===== src/hw/calc_pkg.sv =====
`default_nettype none

package calc_pkg;

    // datapath widths
    localparam int data_w     = 32;
    localparam int digit_w    = 4;
    localparam int bcd_digits = 10;   // enough for a 32-bit magnitude
    localparam int bcd_w      = bcd_digits * digit_w;

    // operator keys, swd2 to swd5
    typedef enum logic [1:0]
    {
        op_add,
        op_sub,
        op_mul,
        op_div
    } op_t;

    // expression entry
    typedef enum logic [1:0]
    {
        st_idle,
        st_term,     // digits of a term coming in
        st_op,       // operator taken, waiting for next term
        st_result    // equals seen
    } entry_t;

endpackage

`default_nettype wire


===== src/hw/lcd_pkg.sv =====
`default_nettype none

package lcd_pkg;

    localparam int char_w     = 8;
    localparam int line_chars = 16;
    localparam int line_w     = line_chars * char_w;

    // ascii
    localparam logic [char_w-1:0] chr_blank = 8'h20;
    localparam logic [char_w-1:0] chr_zero  = 8'h30;
    localparam logic [char_w-1:0] chr_minus = 8'h2D;

    // controller command bytes
    localparam logic [char_w-1:0] cmd_function_set = 8'h3C;  // 8 bit bus, 2 lines
    localparam logic [char_w-1:0] cmd_display_on   = 8'h0C;
    localparam logic [char_w-1:0] cmd_entry_mode   = 8'h06;
    localparam logic [char_w-1:0] cmd_line2_addr   = 8'hC0;

    typedef enum logic [2:0]
    {
        power_wait,
        function_set,
        display_on,
        entry_mode,
        line2_write,
        refresh_wait
    } lcd_state_t;

    // hold counts in clock cycles
    localparam int power_wait_cycles   = 70;
    localparam int cmd_hold_cycles     = 30;
    localparam int refresh_wait_cycles = 40;

endpackage

`default_nettype wire


===== src/hw/bin_to_bcd.sv =====
`timescale 1ns/1ps
`default_nettype none

module bin_to_bcd (
    input  logic                                rst,
    input  logic                                clk_100hz,
    input  logic signed [calc_pkg::data_w-1:0]  result,
    input  logic                                result_evt,
    output logic [calc_pkg::bcd_w-1:0]          bcd,
    output logic                                neg,
    output logic                                bcd_done
);

    localparam int dw = calc_pkg::data_w;
    localparam int nw = calc_pkg::digit_w;

    logic [dw-1:0]                 mag;
    logic [calc_pkg::bcd_w-1:0]    bcd_adj;
    logic [4:0]                    step;
    logic                          busy;

    // add three to digits of 5 and up
    always_comb
    begin
        bcd_adj = bcd;
        for (int i = 0; i < calc_pkg::bcd_digits; i++)
            if (bcd[i*nw +: nw] >= 4'd5)
                bcd_adj[i*nw +: nw] = bcd[i*nw +: nw] + 4'd3;
    end

    always_ff @(posedge rst or posedge clk_100hz)
    begin
        if (clk_100hz)
        begin
            busy     <= 1'b0;
            step     <= '0;
            bcd_done <= 1'b0;
        end
        else
        begin
            bcd_done <= busy && step == 5'd31 && !result_evt;
            if (result_evt)
            begin
                busy <= 1'b1;   // restarts a running conversion
                step <= '0;
            end
            else if (busy)
            begin
                step <= step + 5'd1;
                if (step == 5'd31)
                    busy <= 1'b0;
            end
        end
    end

    always_ff @(posedge rst)
    begin
        if (result_evt)
        begin
            neg <= result[dw-1];
            mag <= result[dw-1] ? dw'(-result) : dw'(result);
            bcd <= '0;
        end
        else if (busy)
            {bcd, mag} <= {bcd_adj[calc_pkg::bcd_w-2:0], mag, 1'b0};  // msb first
    end

    for (genvar g = 0; g < calc_pkg::bcd_digits; g++)
    begin : g_digit_chk
        a_digit_range: assert property (@(posedge rst) disable iff (clk_100hz)
            bcd_done |-> bcd[g*nw +: nw] <= 4'd9);
    end

endmodule

`default_nettype wire


===== src/hw/calculator.sv =====
`timescale 1ns/1ps
`default_nettype none

module calculator (
    input  logic                          rst,
    input  logic                          clk_100hz,
    input  logic [9:0]                    swp,
    input  logic [8:1]                    swd,
    output logic                          lcd_e,
    output logic                          lcd_rs,
    output logic                          lcd_rw,
    output logic [lcd_pkg::char_w-1:0]    lcd_data
);

    logic [calc_pkg::digit_w-1:0]        digit_val;
    logic                                digit_evt;
    logic                                neg_evt;
    logic                                op_evt;
    logic                                eq_evt;
    calc_pkg::op_t                       op_code;
    logic signed [calc_pkg::data_w-1:0]  result;
    logic                                result_evt;
    logic [calc_pkg::bcd_w-1:0]          bcd;
    logic                                neg;
    logic                                bcd_done;
    logic [lcd_pkg::line_w-1:0]          line2;

    assign lcd_e = rst;  // strobe runs with the clock

    key_scanner u_keys (
        .rst, .clk_100hz, .swp, .swd,
        .digit_val, .digit_evt, .neg_evt, .op_evt, .eq_evt, .op_code
    );

    expr_accumulator u_acc (
        .rst, .clk_100hz,
        .digit_val, .digit_evt, .neg_evt, .op_evt, .eq_evt, .op_code,
        .result, .result_evt
    );

    bin_to_bcd u_bcd (
        .rst, .clk_100hz, .result, .result_evt,
        .bcd, .neg, .bcd_done
    );

    result_formatter u_fmt (
        .rst, .clk_100hz, .bcd, .neg, .bcd_done, .line2
    );

    lcd_controller u_lcd (
        .rst, .clk_100hz, .line2, .lcd_rs, .lcd_rw, .lcd_data
    );

endmodule

`default_nettype wire


===== src/hw/expr_accumulator.sv =====
`timescale 1ns/1ps
`default_nettype none

module expr_accumulator (
    input  logic                                rst,
    input  logic                                clk_100hz,
    input  logic [calc_pkg::digit_w-1:0]        digit_val,
    input  logic                                digit_evt,
    input  logic                                neg_evt,
    input  logic                                op_evt,
    input  logic                                eq_evt,
    input  calc_pkg::op_t                       op_code,
    output logic signed [calc_pkg::data_w-1:0]  result,
    output logic                                result_evt
);

    localparam int dw = calc_pkg::data_w;

    calc_pkg::entry_t state;
    calc_pkg::op_t    pend;
    logic [dw-1:0]        term_mag;
    logic                 term_neg;
    logic signed [dw-1:0] acc;
    logic signed [dw-1:0] term_s;
    logic signed [dw-1:0] acc_next;

    assign term_s = term_neg ? -$signed(term_mag) : $signed(term_mag);

    // left to right, wrapping
    always_comb
    begin
        case (pend)
            calc_pkg::op_add: acc_next = acc + term_s;
            calc_pkg::op_sub: acc_next = acc - term_s;
            calc_pkg::op_mul: acc_next = acc * term_s;
            default:
            begin
                if (term_s == 0)
                    acc_next = '0;  // x/0 = 0
                else
                    acc_next = acc / term_s;
            end
        endcase
    end

    always_ff @(posedge rst or posedge clk_100hz)
    begin
        if (clk_100hz)
        begin
            state      <= calc_pkg::st_idle;
            pend       <= calc_pkg::op_add;
            term_mag   <= '0;
            term_neg   <= 1'b0;
            acc        <= '0;
            result     <= '0;
            result_evt <= 1'b0;
        end
        else
        begin
            result_evt <= 1'b0;
            if (digit_evt)
            begin
                if (state == calc_pkg::st_result)
                begin
                    // fresh expression, sign key may already be in
                    acc      <= '0;
                    pend     <= calc_pkg::op_add;
                    term_mag <= dw'(digit_val);
                end
                else
                    term_mag <= term_mag * dw'(10) + dw'(digit_val);
                state <= calc_pkg::st_term;
            end
            else if (neg_evt)
                term_neg <= 1'b1;
            else if (op_evt)
            begin
                acc      <= acc_next;
                pend     <= op_code;
                term_mag <= '0;
                term_neg <= 1'b0;
                state    <= calc_pkg::st_op;
            end
            else if (eq_evt)
            begin
                acc        <= acc_next;
                result     <= acc_next;
                result_evt <= 1'b1;
                pend       <= calc_pkg::op_add;  // an operator next continues from the result
                term_mag   <= '0;
                term_neg   <= 1'b0;
                state      <= calc_pkg::st_result;
            end
        end
    end

    a_state_legal: assert property (@(posedge rst) disable iff (clk_100hz)
        state inside {calc_pkg::st_idle, calc_pkg::st_term, calc_pkg::st_op,
                      calc_pkg::st_result});

endmodule

`default_nettype wire


===== src/hw/key_scanner.sv =====
`timescale 1ns/1ps
`default_nettype none

module key_scanner (
    input  logic                          rst,
    input  logic                          clk_100hz,
    input  logic [9:0]                    swp,
    input  logic [8:1]                    swd,
    output logic [calc_pkg::digit_w-1:0]  digit_val,
    output logic                          digit_evt,
    output logic                          neg_evt,
    output logic                          op_evt,
    output logic                          eq_evt,
    output calc_pkg::op_t                 op_code
);

    logic [9:0] swp_q;
    logic [8:1] swd_q;
    logic [3:0] lvl_next;   // {eq, op, neg, digit}
    logic [3:0] lvl;
    logic [3:0] lvl_prev;
    logic [calc_pkg::digit_w-1:0] dig_next;
    calc_pkg::op_t op_next;

    // only the highest class held counts as high
    always_comb
    begin
        lvl_next = '0;
        if (|swp_q)
            lvl_next[0] = 1'b1;
        else if (swd_q[1])
            lvl_next[1] = 1'b1;
        else if (|swd_q[5:2])
            lvl_next[2] = 1'b1;
        else if (swd_q[8])
            lvl_next[3] = 1'b1;
    end

    // swp1 wins, swp0 last
    always_comb
    begin
        dig_next = '0;
        for (int i = 9; i >= 1; i--)
            if (swp_q[i])
                dig_next = calc_pkg::digit_w'(i);
    end

    always_comb
    begin
        if (swd_q[2])
            op_next = calc_pkg::op_add;
        else if (swd_q[3])
            op_next = calc_pkg::op_sub;
        else if (swd_q[4])
            op_next = calc_pkg::op_mul;
        else
            op_next = calc_pkg::op_div;
    end

    always_ff @(posedge rst or posedge clk_100hz)
    begin
        if (clk_100hz)
        begin
            swp_q    <= '0;
            swd_q    <= '0;
            lvl      <= '0;
            lvl_prev <= '0;
            {eq_evt, op_evt, neg_evt, digit_evt} <= '0;
        end
        else
        begin
            swp_q    <= swp;
            swd_q    <= swd;
            lvl      <= lvl_next;
            lvl_prev <= lvl;
            {eq_evt, op_evt, neg_evt, digit_evt} <= lvl & ~lvl_prev;  // rising edge
        end
    end

    // held with the level so they are stable while the pulse is out
    always_ff @(posedge rst)
    begin
        if (lvl_next[0])
            digit_val <= dig_next;
        if (lvl_next[2])
            op_code <= op_next;
    end

    a_one_event: assert property (@(posedge rst) disable iff (clk_100hz)
        $onehot0({digit_evt, neg_evt, op_evt, eq_evt}));

endmodule

`default_nettype wire


===== src/hw/lcd_controller.sv =====
`timescale 1ns/1ps
`default_nettype none

module lcd_controller (
    input  logic                          rst,
    input  logic                          clk_100hz,
    input  logic [lcd_pkg::line_w-1:0]    line2,
    output logic                          lcd_rs,
    output logic                          lcd_rw,
    output logic [lcd_pkg::char_w-1:0]    lcd_data
);

    localparam int cw = lcd_pkg::char_w;

    lcd_pkg::lcd_state_t state;
    logic [6:0] cnt;
    logic [6:0] hold;
    logic [3:0] char_idx;

    always_comb
    begin
        case (state)
            lcd_pkg::function_set,
            lcd_pkg::display_on,
            lcd_pkg::entry_mode:   hold = 7'(lcd_pkg::cmd_hold_cycles);
            lcd_pkg::line2_write:  hold = 7'(lcd_pkg::line_chars + 1);  // address + chars
            lcd_pkg::refresh_wait: hold = 7'(lcd_pkg::refresh_wait_cycles);
            default:               hold = 7'(lcd_pkg::power_wait_cycles);
        endcase
    end

    always_ff @(posedge rst or posedge clk_100hz)
    begin
        if (clk_100hz)
        begin
            state <= lcd_pkg::power_wait;
            cnt   <= '0;
        end
        else if (cnt == hold - 7'd1)
        begin
            cnt <= '0;
            case (state)
                lcd_pkg::power_wait:   state <= lcd_pkg::function_set;
                lcd_pkg::function_set: state <= lcd_pkg::display_on;
                lcd_pkg::display_on:   state <= lcd_pkg::entry_mode;
                lcd_pkg::entry_mode:   state <= lcd_pkg::line2_write;
                lcd_pkg::line2_write:  state <= lcd_pkg::refresh_wait;
                lcd_pkg::refresh_wait: state <= lcd_pkg::line2_write;
                default:               state <= lcd_pkg::power_wait;
            endcase
        end
        else
            cnt <= cnt + 7'd1;
    end

    assign char_idx = 4'd0 - cnt[3:0];  // 16 - cnt, leftmost char first

    always_comb
    begin
        lcd_rs   = 1'b1;
        lcd_rw   = 1'b1;
        lcd_data = '0;
        case (state)
            lcd_pkg::function_set:
            begin
                lcd_rs   = 1'b0;
                lcd_rw   = 1'b0;
                lcd_data = lcd_pkg::cmd_function_set;
            end
            lcd_pkg::display_on:
            begin
                lcd_rs   = 1'b0;
                lcd_rw   = 1'b0;
                lcd_data = lcd_pkg::cmd_display_on;
            end
            lcd_pkg::entry_mode:
            begin
                lcd_rs   = 1'b0;
                lcd_rw   = 1'b0;
                lcd_data = lcd_pkg::cmd_entry_mode;
            end
            lcd_pkg::line2_write:
            begin
                lcd_rw = 1'b0;
                if (cnt == '0)
                begin
                    lcd_rs   = 1'b0;
                    lcd_data = lcd_pkg::cmd_line2_addr;
                end
                else
                    lcd_data = line2[char_idx*cw +: cw];
            end
            default: ;  // idle bus
        endcase
    end

    a_cmd_write: assert property (@(posedge rst) disable iff (clk_100hz)
        (state != lcd_pkg::power_wait && !lcd_rs) |-> !lcd_rw);

endmodule

`default_nettype wire


===== src/hw/result_formatter.sv =====
`timescale 1ns/1ps
`default_nettype none

module result_formatter (
    input  logic                          rst,
    input  logic                          clk_100hz,
    input  logic [calc_pkg::bcd_w-1:0]    bcd,
    input  logic                          neg,
    input  logic                          bcd_done,
    output logic [lcd_pkg::line_w-1:0]    line2
);

    localparam int cw = lcd_pkg::char_w;

    logic [3:0] pos;
    logic [3:0] cur;
    logic [3:0] msd;         // leftmost digit shown
    logic [3:0] sign_pos;
    logic [calc_pkg::digit_w-1:0] digit;
    logic active;
    logic place_sign;
    logic lead;
    logic lead_now;
    logic blank_it;

    // char index 0 is the rightmost on the display
    assign cur      = bcd_done ? 4'd9 : pos;
    assign digit    = bcd[cur*calc_pkg::digit_w +: calc_pkg::digit_w];
    assign lead_now = bcd_done | lead;
    assign blank_it = lead_now && digit == '0 && cur != 4'd0;  // last digit always shown
    assign sign_pos = msd + 4'd1;

    always_ff @(posedge rst or posedge clk_100hz)
    begin
        if (clk_100hz)
        begin
            line2      <= {lcd_pkg::line_chars{lcd_pkg::chr_blank}};
            pos        <= '0;
            msd        <= '0;
            active     <= 1'b0;
            place_sign <= 1'b0;
            lead       <= 1'b1;
        end
        else
        begin
            place_sign <= 1'b0;
            if (bcd_done || active)
            begin
                if (bcd_done)
                    line2[lcd_pkg::line_w-1:10*cw] <= {6{lcd_pkg::chr_blank}};
                line2[cur*cw +: cw] <= blank_it ? lcd_pkg::chr_blank
                                                : lcd_pkg::chr_zero + cw'(digit);
                if (lead_now && !blank_it)
                    msd <= cur;
                lead       <= blank_it;
                pos        <= cur - 4'd1;
                active     <= cur != 4'd0;
                place_sign <= cur == 4'd0;
            end
            else if (place_sign && neg)
                line2[sign_pos*cw +: cw] <= lcd_pkg::chr_minus;
        end
    end

endmodule

`default_nettype wire


===== config.mk =====
export PLATFORM = sky130hd
export DESIGN_NAME = calculator
export DESIGN_NICKNAME = d
export VERILOG_FILES = /design/src/hw/calc_pkg.sv /design/src/hw/lcd_pkg.sv /design/src/hw/bin_to_bcd.sv /design/src/hw/calculator.sv /design/src/hw/expr_accumulator.sv /design/src/hw/key_scanner.sv /design/src/hw/lcd_controller.sv /design/src/hw/result_formatter.sv
export SDC_FILE = /design/constraint.sdc
export NUM_CORES = 2
export LEC_CHECK = 0
export BUFFER_PORTS_ARGS = -buffer_cell sky130_fd_sc_hd__buf_2
export CORE_MARGIN = 2
export CORE_UTILIZATION = 55
export CTS_CLUSTER_DIAMETER = 150
export DETAILED_ROUTE_END_ITERATION = 16
export PLACE_DENSITY = 0.71
export SYNTH_ARGS = -nofsm -noshare
export SYNTH_HDL_FRONTEND = slang
export SYNTH_SLANG_ARGS = --single-unit

===== constraint.sdc =====
create_clock -name rst -period 188.4 [get_ports rst]
set_clock_uncertainty 0.05 [all_clocks]
set_input_delay 0 -clock rst [delete_from_list [all_inputs] [get_ports rst]]
set_output_delay 0 -clock rst [all_outputs]
set_load 0.01 [all_outputs]

# Word-level counts from Yosys, hierarchy flattened
# Index checks and enable logic that the tools add are counted.
# word_totals
word_cells	209
reg_bits	367
output_inout_bits	11
# op_classes
n_lt_le_gt_ge	10
n_eq_ne	12
bitwise_logic	6
n_div	1
n_mul	2
n_mux	81
shifts	6
reduce_logical	33
n_addsub	24
# op_table
op	count
32-bit two-way mux	15
128-bit bitwise mux	2
128-bit two-way mux	2
8-bit by 34-bit variable shift with 128-bit output, first input constant	2
128-bit by 8-bit indexed part select with 8-bit output	1
8-bit by 34-bit indexed part select with 128-bit output	1
8-bit by 34-bit indexed part select with 128-bit output, first input constant	1
48-bit two-way mux	2
32-bit case mux with 3 select lines	1
7-bit negation with 34-bit output	2
32-bit negation	2
4-bit two-way mux	12
4-bit by 3-bit greater-or-equal comparator with 1-bit output, second input constant	10
40-bit by 7-bit indexed part select with 4-bit output	1
4-bit by 2-bit adder with 4-bit output, second input constant	9
32-bit adder	1
32-bit by 4-bit adder with 32-bit output	1
32-bit by 32-bit divider with 32-bit output	1
32-bit logical NOT	1
32-bit by 3-bit multiplier with 31-bit output, second input constant	1
32-bit by 32-bit multiplier with 32-bit output	1
8-bit case mux with 4 select lines	1
32-bit subtractor	1
2-bit two-way mux	12
46 further kinds	92

# Longest topological paths before layout
# depth
word_depth	9
mapped_depth	447

# By module
# A second synthesis with hierarchy kept.
# unflattened
hier_cells	8789
hier_area_um2	68847.3
# by_module_without_submodules
mod	cells_each	area_each_um2	instances	seq_area_each_um2
expr_accumulator	7508	55738.5	1	2552.4
result_formatter	533	5467.7	1	2698.8
bin_to_bcd	504	4640.7	1	1966.9
lcd_controller	179	1928.1	1	250.2
key_scanner	64	1064.8	1	880.8
calculator	1	7.5	1	0.0

==> impl_metrics.yaml <==
outcome:
  outcome: "complete, but fails checks"
  violations: "negative hold slack"
logic_synthesis:
  synth_seq_cells: 333
  async_reset_ff_frac: 0.763
  synth_edf_count: 39
  netlist.top_cell.by_area: "ha_1"
  synth_area_mm2: 0.0674
  synth.distinct_cells: 112
  netlist_instances: 8727
  synth_area_leaders: "ha_1 (15%), fa_1 (12%), dfrtp_1 (8.8%), nand2_1 (5.8%), xnor2_1 (5.6%)"
  ys.flop_type: "dfrtp_1"
  post-synth-top-area-fraction: 0.150
  synth_nets: 9965
  synth_seq_area_share: 0.124
  postSynthAreaPerCell_um2: 7.72
  yosysMostFrequentCell: "nand2_1"
  synth_common_cells: "nand2_1 (1036), ha_1 (807), inv_1 (803)"
  ys_warn_count: 0
global_routing:
  antenna_found_initial: 3
  grt_pass1_vias: 63000
  grt_first_pass_wirelength_um: 356000
  grt_max_degree: 127
  grt_usage: 0.357
  grt_remaining_overflow: 0
sta:
  max_freq_mhz: 9.17
  slew_headroom: 0.0794
  fin_tns_setup_ns: 0
  hold_ws_ns: -0.0357
  rsz0062_at_grt: "no"
  timing.final.ws_setup_ns: 79.32
  setup_viol: 0
  max_slew.worst_pin.slew_ns: 1.35
  finalCritPeriodShare: 0.579
  fin_crit_ns: 109.08
  slew_viol_final: 0
  hold_viol_final: 23
cts:
  ctsHoldBuffers: 33
  cts_resized: 0
  cts_setup_buffers: 0
  clk_pin_slew_ns: 0.06
  tritoncts: "built"
  clk-insertion-delay-late_ns: 0.74
final_layout:
  syn2layout_area_growth_pct: 5.90
  nets: 9865
  fill_cells: 11100
  multi_input_area_mm2: 0.0547
  drive_above_1_share: 0.0679
  register_area_mm2: 0.00835
floorplanning:
  coreArea_mm2: 0.122
  ios: 31
  dieWidth_um: 354
  die-area_mm2: 0.125
  die_y_um: 354
  start_util: 0.553
  std_cell_rows: 128
flow_run:
  maxCapViolations: 0
detailed_routing:
  drtIter0Drc: 6200
  routed_wl_um: 228000
  dr_total_vias: 65300
  route.detailed.drc: 0
  dr.pass1.iters: 6
  wl_per_cell_um: 22.2
  avgViaCountPerCell: 6.34
  ant_nets: 0
placement:
  io_buffer_count: 28
  place_ws_ns: 82.39
  dp_hpwl_um: 174000
  place_congestion: 0.990
worst_setup_path:
  crit_top_cell: "o21a_1"
  critPathKind: "register to register"
  cp.required_ns: 188.94
  critPathMaxStageDelay_ns: 0.97
  start_kind: "register"
  slowest_stage: "xor2_1"
  crit_fanout: 42
  worstSetupEndpointType: "register"
  critical_path_arrival_ns: 109.62
worst_hold_path:
  min_path_type: "primary input to async pin"
## worst paths after layout
kind	startpoint	end	slack (ns)	cells after the start
setup / recovery	u_acc.term_mag[1]	u_acc.result[29]	79.32	390
hold / removal	clk_100hz	u_fmt.line2[48]	-0.04	3
max in group asynchronous	clk_100hz	u_keys.swp_q[4]	186.02	5
setup reg to reg	u_acc.term_mag[1]	u_acc.result[29]	79.32	390
hold reg to reg	u_keys.lvl_prev[0]	u_keys.digit_evt	0.31	1
min in group rst	rst	lcd_e	0.27	3
## layer usage
metal	global-route usage	routed length, um
met5	0	13
met1	0.485	95800
met4	0.154	10800
met2	0.563	100000
met3	0.0562	21000
## state kept, by name (all words and copies together) (netlist names), 2 cells and up
| register | count |
|---|---|
| u_acc.state | 2 |
| u_keys.op_code | 2 |
| u_fmt.line2 | 96 |
| u_fmt.msd | 4 |
| u_keys.lvl_prev | 4 |
| u_bcd.bcd | 40 |
| u_bcd.mag | 32 |
| u_bcd.step | 5 |
| u_keys.lvl | 4 |
| u_acc.acc | 32 |
| u_acc.pend | 2 |
| u_acc.result | 32 |
| u_lcd.state | 3 |
| u_lcd.cnt | 7 |
| u_keys.swp_q | 10 |
| u_keys.swd_q | 6 |
| u_acc.term_mag | 32 |
| u_fmt.pos | 4 |
| u_keys.digit_val | 4 |
## layout by cell type, fill, tap and decap left out, types with 107 or more instances in the layout
cell type	instances
a21o_1	159
a21oi_1	537
and2_1	149
buf_4	174
dfrtp_1	235
fa_1	411
ha_1	807
inv_1	801
nand2_1	1036
nand3_1	172
nor2_1	752
nor2b_1	120
nor3_1	282
o21a_1	209
o21ai_0	442
or3_1	107
xnor2_1	406
xor2_1	220
## kinds of logic (layout without fill, tap and decap cells)
kind of cell / Yosys count / in the layout / share of synthesized area
AOI/OAI and AO/OA: 2076 / 2076 / 0.201
xor gates and xnor gates: 659 / 659 / 0.0857
adders and majority gates: 1218 / 1218 / 0.272
buffers and inverters: 1181 / 1111 / 0.0690
DFF: 333 / 333 / 0.124
muxes: 180 / 180 / 0.0329
other: 0 / 4 / 0
and+or+nand+nor: 3080 / 3080 / 0.216
## stage by stage
stage | std cells | utilization | area [um^2]
after global placement | 10200 | 0.572 | 69600
final | 10300 | 0.586 | 71300
after detailed placement | 10200 | 0.572 | 69600
after CTS | 10300 | 0.586 | 71300
after floorplan | 8727 | - | 67400
after global routing | 10300 | 0.586 | 71300
## cell type report
cell class,instances,area share
Multi-Input combinational cell,7213,0.767
Clock buffer,55,0.0163
Tap cell,1625,0.0285
Clock inverter,19,0.00333
Timing Repair Buffer,234,0.0248
Sequential cell,333,0.117
Inverter,803,0.0424
Antenna cell,4,0.000140
## worst max-delay path: cells and delay by family, from the launching register on
family                   cells  cell delay, ns
AND/OR/NAND/NOR             98           27.52
buffers and inverters       19            4.01
multiplexers                 8            2.37
flip-flops                   1            0.52
AO/OA/AOI/OAI              230           62.60
adder cells (fa/ha/maj)     32            9.87
XOR/XNOR                     3            1.66
Power is left out: the tool's default activity adds up to more than one toggle a clock period on the data nets, which glitch-free logic cannot reach.
